==> config.mk <==
export PLATFORM = sky130hd
export DESIGN_NAME = xray_top
export DESIGN_NICKNAME = d
export VERILOG_FILES = /design/src/verilog/xray_pkg.sv /design/src/verilog/spi_target.sv /design/src/verilog/cmd_decoder.sv /design/src/verilog/breakpoint_slot.sv /design/src/verilog/stub_control.sv /design/src/verilog/xray_top.sv
export VERILOG_INCLUDE_DIRS = /design/src /design/src/verilog
export SDC_FILE = /design/constraint.sdc
export NUM_CORES = 1
export LEC_CHECK = 0
export CORE_ASPECT_RATIO = 1.75
export CORE_MARGIN = 3
export CORE_UTILIZATION = 55
export CTS_CLUSTER_SIZE = 14
export DETAILED_ROUTE_END_ITERATION = 6
export DONT_BUFFER_PORTS = 1
export PLACE_DENSITY = 0.73
export REMOVE_ABC_BUFFERS = 1
export SYNTH_ARGS = -nofsm -noshare
export SYNTH_HDL_FRONTEND = slang
export SYNTH_HIERARCHICAL = 1
export SYNTH_SLANG_ARGS = --single-unit
export TNS_END_PERCENT = 10
==> constraint.sdc <==
create_clock -name clk -period 3.02 [get_ports clk]
set_input_delay 0.151 -clock clk [delete_from_list [all_inputs] [get_ports clk]]
set_output_delay 0.151 -clock clk [all_outputs]
set_load 0.02 [all_outputs]
==> src/verilog/xray_defines.svh <==
`ifndef XRAY_DEFINES_SVH
`define XRAY_DEFINES_SVH

// identity byte for get_cookie
`define XRAY_COOKIE 8'haf

// version reply packs as {major[2:0], minor[4:0]}
`define XRAY_VERSION_MAJOR 3'd0
`define XRAY_VERSION_MINOR 5'd3

// breakpoint slots, default count
`define XRAY_NUM_SLOTS 8

// widths
`define XRAY_ADDR_W     16 // cpu address
`define XRAY_BYTE_W     8  // spi byte
`define XRAY_SLOT_IDX_W 3  // enough for 8 slots

// flops per spi input synchronizer
`define XRAY_SYNC_STAGES 2

`endif

==> src/verilog/xray_pkg.sv <==
`include "xray_defines.svh"

package xray_pkg;

  // one spi byte on the command link
  typedef logic [`XRAY_BYTE_W-1:0] spi_byte_t;

  // opcode numbers of the debugger protocol
  typedef enum logic [`XRAY_BYTE_W-1:0] {
    op_get_cookie          = 8'd0,
    op_set_breakpoint      = 8'd6,  // slot, addr lo, addr hi
    op_clear_breakpoint    = 8'd7,  // slot
    op_enable_breakpoints  = 8'd11,
    op_disable_breakpoints = 8'd12,
    op_xray_resume         = 8'd13,
    op_get_version         = 8'd15
  } cmd_opcode_t;

  // debugger run state
  typedef enum logic [1:0] {
    st_run    = 2'b00,
    st_stop   = 2'b01,
    st_resume = 2'b11 // waiting for fetch at stop addr
  } xray_state_t;

  typedef logic [`XRAY_ADDR_W-1:0]     cpu_addr_t;
  typedef logic [`XRAY_SLOT_IDX_W-1:0] slot_idx_t;

endpackage

==> src/verilog/spi_target.sv <==
`include "xray_defines.svh"

module spi_target
  import xray_pkg::*;
(
  input  logic      clk,
  input  logic      rst_n,
  input  logic      sck,
  input  logic      mosi,
  input  logic      cs_n,
  output logic      miso,
  output spi_byte_t rx_byte,
  output logic      rx_valid,
  output logic      msg_start,
  input  spi_byte_t tx_byte,
  input  logic      tx_load
);

  localparam int sync_n = `XRAY_SYNC_STAGES;

  logic [sync_n-1:0] sck_sync;
  logic [sync_n-1:0] mosi_sync;
  logic [sync_n-1:0] cs_sync;
  logic              sck_prev;
  logic              cs_prev;
  logic              sck_rise;
  logic              sck_fall;
  logic              cs_active;
  logic              mosi_s;
  logic [2:0]        bit_cnt;      // bits seen in current byte
  spi_byte_t         rx_sr;
  spi_byte_t         tx_sr;        // miso shifter
  spi_byte_t         tx_hold;      // reply waiting for byte boundary
  logic              tx_pending;
  logic              reply_active; // current byte carries a reply

  // input synchronizers, idle levels after reset
  always_ff @(posedge clk) begin
    if (!rst_n) begin
      sck_sync  <= '0;
      mosi_sync <= '0;
      cs_sync   <= '1;
      sck_prev  <= 1'b0;
      cs_prev   <= 1'b1;
    end else begin
      sck_sync  <= {sck_sync[sync_n-2:0], sck};
      mosi_sync <= {mosi_sync[sync_n-2:0], mosi};
      cs_sync   <= {cs_sync[sync_n-2:0], cs_n};
      sck_prev  <= sck_sync[sync_n-1];
      cs_prev   <= cs_sync[sync_n-1];
    end
  end

  assign mosi_s    = mosi_sync[sync_n-1];
  assign cs_active = ~cs_sync[sync_n-1];
  assign sck_rise  = sck_sync[sync_n-1] & ~sck_prev;
  assign sck_fall  = ~sck_sync[sync_n-1] & sck_prev;
  assign msg_start = cs_prev & ~cs_sync[sync_n-1]; // cs_n falling

  // receive side, mode 0 samples on rising sck
  always_ff @(posedge clk) begin
    if (!rst_n || !cs_active) begin
      bit_cnt  <= '0;
      rx_valid <= 1'b0;
    end else begin
      rx_valid <= 1'b0;
      if (sck_rise) begin
        bit_cnt  <= bit_cnt + 3'd1;
        rx_valid <= (bit_cnt == 3'd7) && !reply_active; // reply byte mosi is dropped
      end
    end
  end

  always_ff @(posedge clk) begin
    if (sck_rise) begin
      rx_sr <= {rx_sr[6:0], mosi_s}; // msb first
    end
  end

  assign rx_byte = rx_sr;

  // reply bookkeeping
  always_ff @(posedge clk) begin
    if (!rst_n || !cs_active) begin
      tx_pending   <= 1'b0;
      reply_active <= 1'b0;
    end else begin
      if (sck_fall && bit_cnt == 3'd0) begin
        reply_active <= tx_pending;
        tx_pending   <= 1'b0;
      end
      if (tx_load) tx_pending <= 1'b1;
    end
  end

  always_ff @(posedge clk) begin
    if (tx_load) tx_hold <= tx_byte;
  end

  // shift out on falling sck, reload at the byte boundary
  always_ff @(posedge clk) begin
    if (!cs_active) begin
      tx_sr <= '0;
    end else if (sck_fall) begin
      if (bit_cnt == 3'd0) tx_sr <= tx_pending ? tx_hold : '0; // zeros when nothing queued
      else                 tx_sr <= {tx_sr[6:0], 1'b0};
    end
  end

  assign miso = cs_active & tx_sr[7]; // low outside a transfer

endmodule

==> src/verilog/cmd_decoder.sv <==
`include "xray_defines.svh"

module cmd_decoder
  import xray_pkg::*;
#(
  parameter int num_slots = `XRAY_NUM_SLOTS
) (
  input  logic                 clk,
  input  logic                 rst_n,
  input  spi_byte_t            rx_byte,
  input  logic                 rx_valid,
  input  logic                 msg_start,
  output spi_byte_t            tx_byte,
  output logic                 tx_load,
  output logic [num_slots-1:0] slot_wr_en,
  output cpu_addr_t            slot_wr_addr,
  output logic                 slot_wr_active,
  output logic                 bp_enable,
  output logic                 resume_req
);

  localparam int idx_w = (num_slots > 1) ? $clog2(num_slots) : 1;

  typedef enum logic {
    dec_idle,
    dec_read_params
  } dec_state_t;

  dec_state_t  state;
  cmd_opcode_t cmd;        // opcode of message in progress
  logic [1:0]  param_left; // bytes still expected
  logic        param_idx;
  spi_byte_t   params [0:1];
  cmd_opcode_t op;
  logic        last_byte;
  logic        fire;       // action strobe
  spi_byte_t   slot_byte;

  // parameter bytes per opcode
  function automatic logic [1:0] param_count(cmd_opcode_t opc);
    case (opc)
      op_set_breakpoint:   return 2'd3;
      op_clear_breakpoint: return 2'd1;
      default:             return 2'd0;
    endcase
  endfunction

  always_comb begin
    op        = (state == dec_idle) ? cmd_opcode_t'(rx_byte) : cmd;
    last_byte = (state == dec_idle) ? (param_count(op) == 2'd0) : (param_left == 2'd1);
    fire      = rx_valid && last_byte;
    // clear sends its slot as the only param, so it is the live byte
    slot_byte = (op == op_set_breakpoint) ? params[0] : rx_byte;
  end

  always_ff @(posedge clk) begin
    if (!rst_n || msg_start) begin // new message resyncs the parser
      state      <= dec_idle;
      param_left <= '0;
      param_idx  <= 1'b0;
    end else if (rx_valid) begin
      case (state)
        dec_idle: begin
          param_left <= param_count(op);
          param_idx  <= 1'b0;
          if (!last_byte) state <= dec_read_params;
        end
        dec_read_params: begin
          if (last_byte) begin
            state <= dec_idle;
          end else begin
            param_left <= param_left - 2'd1;
            param_idx  <= param_idx + 1'b1;
          end
        end
        default: state <= dec_idle;
      endcase
    end
  end

  // opcode and params, last byte is used live
  always_ff @(posedge clk) begin
    if (rx_valid && state == dec_idle) cmd <= op;
    if (rx_valid && state == dec_read_params && !last_byte) params[param_idx] <= rx_byte;
  end

  always_ff @(posedge clk) begin
    if (!rst_n) begin
      bp_enable <= 1'b0;
    end else if (fire && op == op_enable_breakpoints) begin
      bp_enable <= 1'b1;
    end else if (fire && op == op_disable_breakpoints) begin
      bp_enable <= 1'b0;
    end
  end

  // slot write, index truncated to slot count
  always_comb begin
    slot_wr_en = '0;
    if (fire && (op == op_set_breakpoint || op == op_clear_breakpoint)) begin
      slot_wr_en[slot_byte[idx_w-1:0]] = 1'b1;
    end
  end

  assign slot_wr_addr   = {rx_byte, params[1]}; // hi byte arrives last
  assign slot_wr_active = (op == op_set_breakpoint);
  assign resume_req     = fire && (op == op_xray_resume);

  // queries
  assign tx_load = fire && (op == op_get_cookie || op == op_get_version);
  assign tx_byte = (op == op_get_version) ? {`XRAY_VERSION_MAJOR, `XRAY_VERSION_MINOR}
                                          : `XRAY_COOKIE;

endmodule

==> src/verilog/breakpoint_slot.sv <==
module breakpoint_slot
  import xray_pkg::*;
(
  input  logic      clk,
  input  logic      rst_n,
  input  logic      wr_en,
  input  cpu_addr_t wr_addr,
  input  logic      wr_active,
  input  cpu_addr_t bus_addr,
  output logic      hit
);

  cpu_addr_t bp_addr; // breakpoint address
  logic      active;

  // active flag, cleared on reset
  always_ff @(posedge clk) begin
    if (!rst_n) begin
      active <= 1'b0;
    end else if (wr_en) begin
      active <= wr_active; // set arms, clear disarms
    end
  end

  // address only matters while active
  always_ff @(posedge clk) begin
    if (wr_en) begin
      bp_addr <= wr_addr;
    end
  end

  // compare against live bus address
  assign hit = active && (bp_addr == bus_addr);

endmodule

==> src/verilog/stub_control.sv <==
`include "xray_defines.svh"

module stub_control
  import xray_pkg::*;
#(
  parameter int num_slots = `XRAY_NUM_SLOTS
) (
  input  logic                 clk,
  input  logic                 rst_n,
  input  logic [num_slots-1:0] slot_hit,
  input  cpu_addr_t            bus_addr,
  input  logic                 bus_fetch,
  input  logic                 bp_enable,
  input  logic                 resume_req,
  output logic                 halted,
  output slot_idx_t            hit_index
);

  xray_state_t state;
  cpu_addr_t   stop_addr; // address where cpu was stopped
  slot_idx_t   first_hit;
  logic        any_hit;

  // lowest slot wins
  always_comb begin
    first_hit = '0;
    for (int i = num_slots - 1; i >= 0; i--) begin
      if (slot_hit[i]) first_hit = slot_idx_t'(i);
    end
  end

  assign any_hit = |slot_hit;

  always_ff @(posedge clk) begin
    if (!rst_n) begin
      state     <= st_run;
      hit_index <= '0;
    end else begin
      case (state)
        st_run: begin
          if (bus_fetch && bp_enable && any_hit) begin
            state     <= st_stop;
            hit_index <= first_hit;
          end
        end
        st_stop: begin
          if (resume_req) state <= st_resume; // host lets cpu go
        end
        st_resume: begin
          // back to run once the stopped instruction is fetched again
          if (bus_fetch && bus_addr == stop_addr) state <= st_run;
        end
        default: state <= st_run;
      endcase
    end
  end

  always_ff @(posedge clk) begin
    if (state == st_run && bus_fetch && bp_enable && any_hit) begin
      stop_addr <= bus_addr;
    end
  end

  assign halted = (state != st_run); // stop and resume both hold the cpu

endmodule

==> src/verilog/xray_top.sv <==
`include "xray_defines.svh"

module xray_top #(
  parameter int num_slots = `XRAY_NUM_SLOTS
) (
  input  logic                        clk,
  input  logic                        rst_n,
  input  logic                        sck,
  input  logic                        mosi,
  input  logic                        cs_n,
  output logic                        miso,
  input  logic [`XRAY_ADDR_W-1:0]     bus_addr,
  input  logic                        bus_fetch,
  output logic                        halted,
  output logic [`XRAY_SLOT_IDX_W-1:0] hit_index
);

  logic [`XRAY_BYTE_W-1:0] rx_byte;
  logic                    rx_valid;
  logic                    msg_start;
  logic [`XRAY_BYTE_W-1:0] tx_byte;
  logic                    tx_load;
  logic [num_slots-1:0]    slot_wr_en;     // one per slot
  logic [`XRAY_ADDR_W-1:0] slot_wr_addr;   // shared write data
  logic                    slot_wr_active;
  logic                    bp_enable;
  logic                    resume_req;
  logic [num_slots-1:0]    slot_hit;

  spi_target spi_target_inst (
    .clk       (clk),
    .rst_n     (rst_n),
    .sck       (sck),
    .mosi      (mosi),
    .cs_n      (cs_n),
    .miso      (miso),
    .rx_byte   (rx_byte),
    .rx_valid  (rx_valid),
    .msg_start (msg_start),
    .tx_byte   (tx_byte),
    .tx_load   (tx_load)
  );

  cmd_decoder #(.num_slots(num_slots)) cmd_decoder_inst (
    .clk            (clk),
    .rst_n          (rst_n),
    .rx_byte        (rx_byte),
    .rx_valid       (rx_valid),
    .msg_start      (msg_start),
    .tx_byte        (tx_byte),
    .tx_load        (tx_load),
    .slot_wr_en     (slot_wr_en),
    .slot_wr_addr   (slot_wr_addr),
    .slot_wr_active (slot_wr_active),
    .bp_enable      (bp_enable),
    .resume_req     (resume_req)
  );

  // breakpoint slots
  for (genvar i = 0; i < num_slots; i++) begin : g_slot
    breakpoint_slot slot_inst (
      .clk       (clk),
      .rst_n     (rst_n),
      .wr_en     (slot_wr_en[i]),
      .wr_addr   (slot_wr_addr),
      .wr_active (slot_wr_active),
      .bus_addr  (bus_addr),
      .hit       (slot_hit[i])
    );
  end

  stub_control #(.num_slots(num_slots)) stub_control_inst (
    .clk        (clk),
    .rst_n      (rst_n),
    .slot_hit   (slot_hit),
    .bus_addr   (bus_addr),
    .bus_fetch  (bus_fetch),
    .bp_enable  (bp_enable),
    .resume_req (resume_req),
    .halted     (halted),
    .hit_index  (hit_index)
  );

endmodule

-- Yosys cells after proc, flatten, opt, wreduce, memory -nomap -nowiden
Memory sizes are Yosys's and may differ from the RTL's.
Cells that the tools add are included.
W data, S select, Z words.
- add/subtract/negate cells: 3
- order comparisons: 2
- equal/unequal tests: 23
- multiplexer cells: 33
- bitwise operators: 9
- reduce and logical (&&, ||, !) cells: 45
- operators by type and width (cell ; number):
    $eq A16 B16 Y1 ; 9
    $mux W8 ; 5
    $eq A8 B4 Y1 const B ; 4
    $mux W3 ; 9
    $logic_and A1 B1 Y1 ; 26
    $eq A8 B3 Y1 const B ; 2
    $mux W1 ; 10
    $logic_not A8 Y1 ; 1
    $mux W2 ; 4
    $pmux W2 S2 ; 2
    $reduce_or A8 Y1 ; 1
    $pmux W2 S3 ; 1
    $reduce_bool A2 Y1 ; 3
    $not A1 Y1 ; 5
    $and A1 B1 Y1 ; 4
    $eq A2 B1 Y1 const B ; 2
    $logic_not A2 Y1 ; 2
    $logic_or A1 B1 Y1 ; 4
    $lt A3 B4 Y1 const B ; 1
    $ne A2 B1 Y1 const B ; 2
    $ne A2 B2 Y1 const B ; 2
    $reduce_and A2 Y1 ; 2
    $add A3 B1 Y3 const B ; 1
    $demux W1 S3 ; 1
    other kinds (10) ; 12
- bits in registers: 208
- memory bits (writable): 16
- bits of input ports: 22
- output and inout bits: 5
- logic and storage cells: 152
- memories kept: 1
- memory list (name ; words ; bits a word ; read ports ; clocked after memory_dff ; write ports ; RTL line ; text):
    cmd_decoder_inst.params ; 2 ; 8 ; 2 ; 0 ; 1 ; cmd_decoder.sv:33 ; spi_byte_t params [0:1];

-- Depth between registers and ports, before layout
Gate-level depths: netlist of the first run.
- depth after elaboration: 10
- mapped depth: 10
- depth with buffers taken out: 9

-- Hierarchy
Netlist of the first run, hierarchy kept.
- modules (own cells, without submodules) (module ; instances ; cells each ; area each (um^2) ; seq. area each (um^2)):
    breakpoint_slot ; 8 ; 41 ; 698.2 ; 500.5
    cmd_decoder ; 1 ; 134 ; 1382.6 ; 670.6
    spi_target ; 1 ; 111 ; 1380.1 ; 920.9
    stub_control ; 1 ; 72 ; 937.1 ; 580.6

-- Least setup slack after synthesis of the first run
Ideal clock, no wire load.
- path kind: register to register
- from: register spi_target_inst.rx_sr[4] (netlist: spi_target_inst/rx_byte[4])
- to: register g_slot[5].slot_inst.active
- setup time: 118 ps
- arrival: 2893 ps
- required time: 2902 ps
- setup slack: 9 ps
- cell stages (with the launch flop): 8
- buffers on the path: 0
- clock period less this slack: 3011 ps
- cell sequence: edfxtp_1 > nor4_2 > mux2i_1 > or4b_1 > a221o_1 > a21oi_1 > mux2i_1 > nor2b_1
- word-level cells in the longest chain between the ends: 8
- elaborated cells between the ends (all ways): 16
- those cells by class: order compare: 2; eq/ne: 2; mux: 7; reduce/logical: 5
- RTL lines (what ; RTL line ; text):
    start, declared ; spi_target.sv:31 ; spi_byte_t rx_sr;
    start signal, assigned ; spi_target.sv:76 ; rx_sr <= {rx_sr[6:0], mosi_s};
    $mux W8 * ; cmd_decoder.sv:49 ; op = (state == dec_idle) ? cmd_opcode_t'(rx_byte) : cmd;
    $eq A8 B3 Y1, on equally long branches ; cmd_decoder.sv:41, cmd_decoder.sv:53, cmd_decoder.sv:100 ;
    $mux W3 or $pmux W2 S2 (tied branches) ; cmd_decoder.sv:53, cmd_decoder.sv:41 ;
    $lt A3 B4 Y1 (not written as such), or another cell as far along ; cmd_decoder.sv:101 ; slot_wr_en[slot_byte[idx_w-1:0]] = 1'b1;
    $logic_and A1 B1 Y1 (not written as such) or $mux W1 (tied branches) ; cmd_decoder.sv:101, cmd_decoder.sv:50 ;
    $mux W1 (not written as such) or $logic_and A1 B1 Y1 (tied branches) ; cmd_decoder.sv:101, cmd_decoder.sv:51 ;
    $demux W1 S3 or $logic_and A1 B1 Y1 (tied branches) ; n/a ;
    $mux W8 * ; cmd_decoder.sv:100 ; if (fire && (op == op_set_breakpoint || op == op_clear_breakpoint)) begin
    via slot_wr_en[5] ; xray_top.sv:23 ; logic [num_slots-1:0] slot_wr_en;
    end signal, assigned ; breakpoint_slot.sv:21 ; active <= wr_active;
    end, declared ; breakpoint_slot.sv:14 ; logic active;
Mark *: on every way through the listed nets, which the timed path passes. The rest lies on a longest branch.
A chain may end at the register's enable or synchronous reset.

-- Final worst setup path of the first run
- from: register cmd_decoder_inst.state
- to: register g_slot[7].slot_inst.active
- word-level cells in the longest chain between the ends: 8
- elaborated cells between the ends (all ways): 16
- those cells by class: order compare: 2; eq/ne: 2; mux: 7; reduce/logical: 5
- RTL lines (what ; RTL line ; text):
    start, declared ; cmd_decoder.sv:29 ; dec_state_t state;
    start signal, assigned ; cmd_decoder.sv:58 ; state <= dec_idle;
    start signal, assigned ; cmd_decoder.sv:66 ; if (!last_byte) state <= dec_read_params;
    start signal, assigned ; cmd_decoder.sv:70 ; state <= dec_idle;
    $mux W8 * ; cmd_decoder.sv:49 ;
    $eq A8 B3 Y1 * ; cmd_decoder.sv:106 ; assign slot_wr_active = (op == op_set_breakpoint);
    via slot_wr_active ; xray_top.sv:25 ; logic slot_wr_active;
    $mux W3 or $pmux W2 S2 (tied branches) ; cmd_decoder.sv:53, cmd_decoder.sv:41 ;
    $lt A3 B4 Y1 (not written as such), or another cell as far along ; cmd_decoder.sv:101 ;
    $logic_and A1 B1 Y1 (not written as such) or $mux W1 (tied branches) ; cmd_decoder.sv:101, cmd_decoder.sv:50 ;
    $mux W1 (not written as such) or $logic_and A1 B1 Y1 (tied branches) ; cmd_decoder.sv:101, cmd_decoder.sv:51 ;
    $demux W1 S3 or $logic_and A1 B1 Y1 (tied branches) ; n/a ;
    $mux W8 * ; cmd_decoder.sv:100 ;
    via slot_wr_en[7] ; xray_top.sv:23 ;
    end signal, assigned ; breakpoint_slot.sv:21 ;
    end, declared ; breakpoint_slot.sv:14 ;
Marks and branches as above.

==> flow_summary.ini, run 1 <==
[route]
drt_iter0_drc = 346
wl_per_cell_um = 21.0
via_per_inst = 5.60
vias = 5229
routed_wl_mm = 19.6
drc_errors = 0
ant_nets = 0
firstDrtPassIters = 5

[place]
place_ws_ps = 208
place_inst = 876
placed_cell_area_um2 = 9670
gp_congestion = 0.881
dp_hpwl_mm = 13.6
portBuffers = 0

[sta]
fmax_mhz = 353
setup_violations = 0
worstMarginPinSlew_ps = 855
fin_ws_ps = 183
relSlewSlack = 0.428
post-route-period-util = 0.939
finClkSkew_ps = 11.1
finalHoldViolCount = 0
rsz0062_at_grt = false
whs_ps = 98.6
fin_crit_ps = 2840
maxSlewViolCount = 0

[critical_path]
critPathTopFamily = simple AND/OR/NAND/NOR gates
setup.worst_path.start_class = flop
cp.required_ps = 3390
path_cells = nand4b_1 > nand2_1 > or3b_1 > inv_2 > nand3_1 > a21oi_2 > buf_4 > mux2i_1 > nor2b_1
path_max_fanout = 18
endpoint_kind = flop
critPathKind = reg2reg
critPathMaxStageDelay_ps = 650
cp_num_buf_inv = 2
cp_slowest_cell = dfxtp_1
worstPathArrival_ps = 3200

[clocking]
insertion_delay_ps = 480
cts.sinks = 219
clk_pin_slew_worst_paths_ps = 70
postCtsSetupRepairBufs = 0
cts_made_buffers = 20
cts_tree = built
cts_resized = 0
h-tree-depth = 1
root_buffer = clkbuf_16
cts_buffer_depth = 3

[finish]
layoutNonFillerInstCount = 933
final_area_um2 = 10500
layout.nets = 721
drive_gt1_frac = 0.131
final_util = 0.634
area_growth_pct = 12.7
diodes = 0

[min_path]
min-delay-path-class = in2reg

[power_and_ir_drop]
p_leak_nw = 3.26
peakVddDrop_mv = 0.481
power.density_nw_per_um2 = 548

[die]
placementRows = 62
core-area_um2 = 16500
die_y_um = 178
die_area_um2 = 18500
die_x_um = 104
start_util = 0.562
io_pins = 27

[global_route]
grt_pass1_wl_mm = 30.6
grtUsageTotal = 0.217
grt_max_degree = 24
first_global_vias = 5552
grt_antenna_before_repair = 0
gr-total-overflow = 0

[logic_synthesis]
synthAdderAreaFrac = 0.00539
yosysSeqAreaShare = 0.665
synth_compound_area_frac = 0.0348
synth_top_family_by_area = XOR/XNOR gates
synth_flop_cell = edfxtp_1
synth-xor-area-share = 0.137
syn-instance-count = 645
yosysWarnings = 6
ys_ff_latch = 219
synth_area_leaders = edfxtp_1 58%, xnor2_1 9.2%, dfxtp_1 8.6%
synthSimpleGateAreaFrac = 0.111
netlist_area_um2 = 9290
syn_avg_cell_area_um2 = 14.4
synth_edf_count = 179
synth.distinct_cells = 58
yosys-mux-area-fraction = 0.0213
netlist.area_leader.share = 0.579
synth_top_cell_by_area = edfxtp_1
async_reset_ff_frac = 0

[job]
max_cap_violations = 0

[outcome]
status = finished, final reports clean
flip-flops by register name (all words and copies together) (netlist names), 2 cells and up:
name / flops
cmd_decoder_inst/cmd: 8
spi_target_inst/rx_byte: 8
spi_target_inst/sck_sync: 2
cmd_decoder_inst/param_left: 2
spi_target_inst/mosi_sync: 2
g_slot.slot_inst/active: 8
stub_control_inst/hit_index: 3
stub_control_inst/state: 2
spi_target_inst/tx_sr: 8
stub_control_inst/stop_addr: 16
g_slot.slot_inst/bp_addr: 128
spi_target_inst/bit_cnt: 3
spi_target_inst/tx_hold: 8
cmd_decoder_inst/params: 11
spi_target_inst/cs_sync: 2
through the flow:
stage               setup TNS, ps  power, W
CTS                             0   0.00579
global placement                0   0.00347
floorplan                   -5910   0.00344
detailed placement              0   0.00348
finish                          0   0.00574
global route                    0   0.00594
logic make-up (layout without fill, tap and decap cells):
logic type / count (synthesis) / count (layout)
flops: 219 / 219
simple gates: 170 / 170
fa+ha+maj: 4 / 4
xor+xnor: 145 / 145
mux: 19 / 19
other cells: 2 / 4
compound gates: 48 / 48
buf+inv: 38 / 100
report_power, final:
group	leakage, nW	internal, W	switching (W)
registers	1.95	0.00325	0.00000618
logic	1.02	0.000102	0.0000904
clock network	0.288	0.00129	0.00100
path summary, 6_finish.rpt:
kind	from	to	slack (ps)	cells after the start
worst max-delay path	cmd_decoder_inst/state$_SDFFE_PP0P_	g_slot[7].slot_inst/active$_SDFFE_PN0P_	180	9
worst min-delay path	bus_addr[3]	stub_control_inst/state[0]$_SDFFE_PN0P_	100	4
worst max register to register	cmd_decoder_inst/state$_SDFFE_PP0P_	g_slot[7].slot_inst/active$_SDFFE_PN0P_	180	9
worst min register to register	spi_target_inst/cs_sync[0]$_SDFF_PN1_	spi_target_inst/cs_sync[1]$_SDFF_PN1_	410	1
timing repair:
action / 4_1_cts / 5_1_grt
setup endpoints to repair: 0 / 0
hold endpoints to repair: 48 / 0
hold buffers: 21 / 0
Yosys cell counts (all sizes together) (2+ instances only):
cell type  number
a21boi          2
a21oi          18
a311oi          7
and2            5
buf            25
clkbuf          3
conb            2
dfxtp          40
edfxtp        179
ha              4
inv            10
mux2            6
mux2i          13
nand2          28
nand2b          6
nand3          17
nand3b          3
nand4          29
nor2           24
nor2b          16
nor3            3
nor3b           2
nor4           21
o21ai          11
or2             2
or2b            2
or3             3
or4             3
xnor2          98
xor2           47
cells in the final DEF, fill, tap and decap left out, types with 13 or more instances in the layout:
cell type,instances
nand3_1,17
mux2i_1,13
dfxtp_1,40
nand2_1,28
edfxtp_1,179
xnor2_1,98
dlygate4sd3_1,21
xor2_1,47
nor2_1,22
clkbuf_16,21
nor2b_1,15
buf_4,32
nand4_1,29
worst register-to-register path, stage by stage (launching register included):
cell	delay, ps
dfxtp_1	650
nand4b_1	240
nand2_1	120
or3b_1	490
inv_2	260
nand3_1	180
a21oi_2	270
buf_4	240
mux2i_1	210
nor2b_1	60
metal layers:
layer,up-vias,wire length [µm],GRT usage
met5,-,0,0
met4,0,895,0.104
met3,57,855,0.0237
met2,160,11200,0.429
met1,2571,6720,0.223
li1,2441,-,-
cell type report:
type / count / area (µm²)
clock inverter: 5 / 27.5
multi-input combinational: 390 / 2910
timing repair buffer: 54 / 470
clock buffer: 31 / 563
sequential: 219 / 6180
inverter: 10 / 37.5
tap: 224 / 280
fill: 1198 / 6060
No activity file was read; power rests on OpenSTA's default activity.
==> run 2, diff against run 1 <==
- SYNTH_HIERARCHICAL: 1 -> not set
==> run 2 against run 1 <==
Compared with the run above: global-route usage is 4.3 points higher; hold slack worse by 78 ps; wire length is 16% higher; area after synthesis is 1.6% lower; critical path type unchanged; final cell count is 0.86% higher; flip-flop and latch count is 7 lower; clock-buffer cell count stayed put; core utilization is 1.5 points higher; sequential share of layout area is 1.9 points lower; final area is 0.15% lower; via count is 6.1% higher.
==> flow_summary.ini, run 2 <==
[outcome]
status = finished, final reports clean

[sta]
post-route-period-util = 0.933
fin_crit_ps = 2820
maxSlewViolCount = 0
fmax_mhz = 355
finalHoldViolCount = 0
relSlewSlack = 0.470
finClkSkew_ps = 13.7
worstMarginPinSlew_ps = 792
whs_ps = 20.5
setup_violations = 0

[die]
start_util = 0.567
placementRows = 61
die_area_um2 = 18300
die_y_um = 177
io_pins = 27
die_x_um = 103
core-area_um2 = 16100

[critical_path]
critPathKind = reg2reg
critPathMaxStageDelay_ps = 520
path_cells = nor4_2 > nand2_1 > a2111oi_4 > buf_6 > mux2i_1 > nor4b_4 > buf_4 > mux2i_1 > nor2_1
worstPathArrival_ps = 3180
crit_end = g_slot[0].slot_inst.active$_SDFFE_PN0P_
endpoint_kind = flop
r2r-end = g_slot[0].slot_inst.active$_SDFFE_PN0P_
startpoint = cmd_decoder_inst.cmd[6]$_DFFE_PP_
r2r_cells = 9
cp.required_ps = 3380
cp_slowest_cell = a2111oi_4
r2r_slack_ps = 200
crit_path_frequent_cell = mux2i_1
setup.worst_path.start_class = flop
r2r_start = cmd_decoder_inst.cmd[6]$_DFFE_PP_
path_max_fanout = 17

[route]
vias = 5550
firstDrtPassIters = 5
ant_nets = 0
wl_per_cell_um = 24.3
drc_errors = 0
drt_iter0_drc = 377
routed_wl_mm = 22.8
via_per_inst = 5.90

[global_route]
gr-total-overflow = 0
grt_max_degree = 21
grtUsageTotal = 0.259
grt_antenna_before_repair = 0
first_global_vias = 5813
grt_pass1_wl_mm = 33.9

[logic_synthesis]
synth_area_leaders = edfxtp_1 57%, xor2_1 8.9%, dfxtp_1 8.8%
syn-instance-count = 661
post-synth-top-count-cell = edfxtp_1
async_reset_ff_frac = 0
yosysSeqAreaShare = 0.653
synth_top_cell_by_area = edfxtp_1
synth_flop_cell = edfxtp_1
yosysWarnings = 0
netlist.area_leader.share = 0.565
synth.distinct_cells = 54
syn_avg_cell_area_um2 = 13.8
yosys-top-cells-count = 172 x edfxtp_1, 93 x xor2_1, 53 x xnor2_1, 40 x dfxtp_1, 39 x nor2_1
ys_ff_latch = 212
synth_edf_count = 172
netlist_area_um2 = 9140

[clocking]
cts.sinks = 212
cts_made_buffers = 20
cts_tree = built
h-tree-depth = 1
cts_buffer_depth = 3
postCtsSetupRepairBufs = 0
clk_pin_slew_worst_paths_ps = 60
insertion_delay_ps = 490
root_buffer = clkbuf_16

[finish]
nFillCells = 1164
layout.nets = 733
final_cell_mix = 172 x edfxtp_1, 93 x xor2_1, 53 x xnor2_1
drive_gt1_frac = 0.111
seqCellArea_um2 = 5970
reg_top3 = g_slot.slot_inst.bp_addr x128, stub_control_inst.stop_addr x16, cmd_decoder_inst.params x11
diodes = 0
top_register = g_slot.slot_inst.bp_addr
layout_commonest_cell = edfxtp_1
final_area_um2 = 10500
largest_reg_flops = 128
area_growth_pct = 14.4
multi_input_area_um2 = 3090

[job]
max_cap_violations = 0

[place]
dp_hpwl_mm = 14.9
placed_cell_area_um2 = 9610
gp_congestion = 0.824
portBuffers = 0

[power_and_ir_drop]
power.density_nw_per_um2 = 546
peakVddDrop_mv = 0.540
p_leak_nw = 3.40

[min_path]
min-delay-path-class = in2reg
-- run 2: routing by layer --
| layer | wire length (µm) | track usage | vias to the layer above |
|---|---|---|---|
| met1 | 7820 | 0.292 | 2731 |
| met2 | 12100 | 0.454 | 223 |
| li1 | - | - | 2513 |
| met3 | 1460 | 0.0411 | 83 |
| met5 | 0 | 0 | - |
| met4 | 1440 | 0.144 | 0 |
-- run 2: cell families after synthesis --
| family | Yosys count | share of synthesized area |
|---|---|---|
| AND/OR/NAND/NOR | 196 | 0.123 |
| flip-flops | 212 | 0.653 |
| buffers and inverters | 37 | 0.0164 |
| multiplexers | 22 | 0.0264 |
| XOR/XNOR | 146 | 0.140 |
| AO/OA/AOI/OAI | 44 | 0.0360 |
| adder cells (fa/ha/maj) | 4 | 0.00548 |
-- run 2: power by group --
part / internal (W) / switching [W] / leakage, nW
Sequential: 0.00314 / 0.00000611 / 1.88
Combinational: 0.000101 / 0.000116 / 1.22
Clock: 0.00133 / 0.00100 / 0.300
-- run 2: worst min-delay path by stage --
stage | startpoint | end | depth (start not counted)
5_1_grt | rst_n | g_slot[2].slot_inst.active$_SDFFE_PN0P_ | 2
6_report | rst_n | g_slot[2].slot_inst.active$_SDFFE_PN0P_ | 2
4_1_cts | rst_n | g_slot[2].slot_inst.active$_SDFFE_PN0P_ | 2
3_3_place_gp | rst_n | spi_target_inst.cs_sync[1]$_SDFF_PN1_ | 1
3_5_place_dp | rst_n | spi_target_inst.cs_sync[0]$_SDFF_PN1_ | 1
2_1_floorplan | rst_n | spi_target_inst.cs_sync[0]$_SDFF_PN1_ | 1
-- run 2: stage by stage --
stage / TNS, ps / utilization / setup WS (ps) / std cells / power, W
6_report: 0 / 0.649 / 201 / 941 / 0.00570
2_1_floorplan: -105560 / - / -1030 / 634 / 0.00334
3_5_place_dp: 0 / 0.597 / 163 / 884 / 0.00340
5_1_grt: -12.0 / 0.649 / -10.5 / 941 / 0.00587
3_3_place_gp: 0 / 0.597 / 273 / 884 / 0.00339
4_1_cts: 0 / 0.648 / 133 / 941 / 0.00574
-- run 2: critical path, delay by kind of cell (launching register included) --
family	cells	cell delay (ps)
AOI/OAI and AO/OA	1	520
buffers and inverters	2	530
DFF	1	410
muxes	2	410
and+or+nand+nor	4	830
-- run 2: repair_timing --
action	in CTS	in global routing
hold buffers	21	0
resized for setup	0	4
endpoints found under the hold margin	36	0
endpoints found under the setup margin	0	6
-- run 2: final cells by class --
cell class,count,area share
Clock inverter,5,0.00263
Sequential cell,212,0.571
Inverter,10,0.00359
Timing Repair Buffer,51,0.0448
Clock buffer,31,0.0558
Multi-Input combinational cell,412,0.296
Tap cell,220,0.0263
==> run 3, diff against run 2 <==
- CORE_ASPECT_RATIO: 1.75 -> 0.75
- SLEW_MARGIN: not set -> 20
- SYNTH_HIERARCHICAL: not set -> 1
==> run 3 against run 2 <==
Compared with the run above: maximum frequency rose by 2.2%; clock power rose by 12%; combinational power fell by 11%; die area rose by 1.3%; hold slack improved by 20 ps; largest power group unchanged; final area barely moved; power rose by 6.6%; wire length fell by 5.9%; largest cell class unchanged; via count fell by 1.8%; clock-buffer cell count rose by 4; first-iteration DRC count rose by 130%.
==> flow_summary.ini, run 3 (synthesis gave the netlist of run 1 again) <==
[die]
die_area_um2 = 18500
placementRows = 40
io_pins = 27
start_util = 0.571
die_y_um = 119
core-area_um2 = 16300
die_x_um = 156

[global_route]
grtUsageTotal = 0.234
first_global_vias = 5195
grt_max_degree = 24
grt_pass1_wl_mm = 31.9
gr-total-overflow = 0
grt_antenna_before_repair = 0

[sta]
maxSlewViolCount = 0
worstMarginPinSlew_ps = 905
post-route-period-util = 0.914
rsz0062_at_grt = false
tns_ps = 0
finalHoldViolCount = 0
finClkSkew_ps = 10.2
setup_violations = 0
fmax_mhz = 362
fin_ws_ps = 260
fin_crit_ps = 2760
relSlewSlack = 0.395

[finish]
seqCellArea_um2 = 6180
drive_gt1_frac = 0.120
final_cell_mix = 179 x edfxtp_1, 98 x xnor2_1, 47 x xor2_1
area_growth_pct = 12.7
top_register = g_slot.slot_inst/bp_addr
layout_commonest_cell = edfxtp_1
diodes = 0
reg_top3 = g_slot.slot_inst/bp_addr x128, stub_control_inst/stop_addr x16, cmd_decoder_inst/params x11
multi_input_area_um2 = 2910
largest_reg_flops = 128
nFillCells = 1128
layout.nets = 710

[route]
firstDrtPassIters = 5
drt_iter0_drc = 869
via_per_inst = 5.99
wl_per_cell_um = 23.6
vias = 5451
routed_wl_mm = 21.5
ant_nets = 0
drc_errors = 0

[place]
gp_congestion = 0.844
portBuffers = 0
dp_hpwl_mm = 13.1
place_ws_ps = 292

[clocking]
h-tree-depth = 1
cts_resized = 0
clk_pin_slew_worst_paths_ps = 60
cts.sinks = 219
insertion_delay_ps = 500
root_buffer = clkbuf_16
cts_made_buffers = 22
cts_buffer_depth = 3
cts_tree = built
postCtsSetupRepairBufs = 0

[critical_path]
r2r_slack_ps = 260
r2r_start = cmd_decoder_inst/cmd[4]$_DFFE_PP_
critPathKind = reg2reg
startpoint = cmd_decoder_inst/cmd[4]$_DFFE_PP_
crit_end = g_slot[2].slot_inst/active$_SDFFE_PN0P_
setup.worst_path.start_class = flop
path_max_fanout = 17
r2r_cells = 9
endpoint_kind = flop
cp.required_ps = 3410
r2r-end = g_slot[2].slot_inst/active$_SDFFE_PN0P_
worstPathArrival_ps = 3150

[outcome]
status = finished, final reports clean

[min_path]
hold_depth = 4
min-delay-path-class = in2reg

[job]
max_cap_violations = 0

[power_and_ir_drop]
p_leak_nw = 3.24
peakVddDrop_mv = 0.464
power.density_nw_per_um2 = 581
[run 3: what timing repair did]
item	CTS	global route
endpoints found under the hold margin	48	0
hold buffers	21	0
setup endpoints to repair	0	0
[run 3: stage by stage]
| step | hold WS [ps] | cells | area [µm²] | power, W | utilization |
|---|---|---|---|---|---|
| final | 40.3 | 910 | 10500 | 0.00608 | 0.643 |
| after detailed placement | 231 | 849 | 9550 | 0.00348 | 0.587 |
| after global routing | 76.0 | 910 | 10500 | 0.00627 | 0.643 |
| after global placement | 228 | 849 | 9550 | 0.00347 | 0.587 |
| after floorplan | 224 | 619 | 9100 | 0.00344 | - |
| after CTS | 23.1 | 910 | 10500 | 0.00612 | 0.643 |
[run 3: cell type report]
class / count / area share
well taps: 210 / 0.0251
clock buffers: 35 / 0.0622
flip-flops and latches: 219 / 0.590
repair buffers: 41 / 0.0356
multi-input cells: 390 / 0.278
clock inverters: 5 / 0.00455
inverters: 10 / 0.00359
[run 3: critical path: stages, from the launching register on]
cell	delay, ps
edfxtp_1	430
nor4_4	320
mux2i_1	150
or3b_1	520
inv_2	280
nand3b_1	180
a21oi_2	210
buf_4	280
mux2i_1	220
nor2b_1	60
[run 3: worst min path at each step]
stage                                         endpoint        start  slack [ps]
2_1_floorplan    spi_target_inst/cs_sync[0]$_SDFF_PN1_        rst_n         220
3_3_place_gp     spi_target_inst/cs_sync[1]$_SDFF_PN1_        rst_n         230
3_5_place_dp     spi_target_inst/cs_sync[1]$_SDFF_PN1_        rst_n         230
4_1_cts        stub_control_inst/state[0]$_SDFFE_PN0P_  bus_addr[3]          20
5_1_grt        stub_control_inst/state[1]$_SDFFE_PN0P_  bus_addr[3]          80
6_report       stub_control_inst/state[0]$_SDFFE_PN0P_  bus_addr[3]          40
[run 3: where the power goes]
part | switching (W) | internal, W | total, W
combinational | 0.0000940 | 0.0000999 | 0.000194
clock | 0.00107 | 0.00156 | 0.00263
sequential | 0.00000675 | 0.00325 | 0.00326
[run 3: layer usage]
metal	part of all wire	routed length, µm	vias to the layer above	GRT usage
met5	0	0	-	0
met4	0.023	503	0	0.0541
met3	0.11	2320	44	0.0545
met2	0.44	9420	279	0.344
met1	0.43	9260	2702	0.357
li1	-	-	2426	-
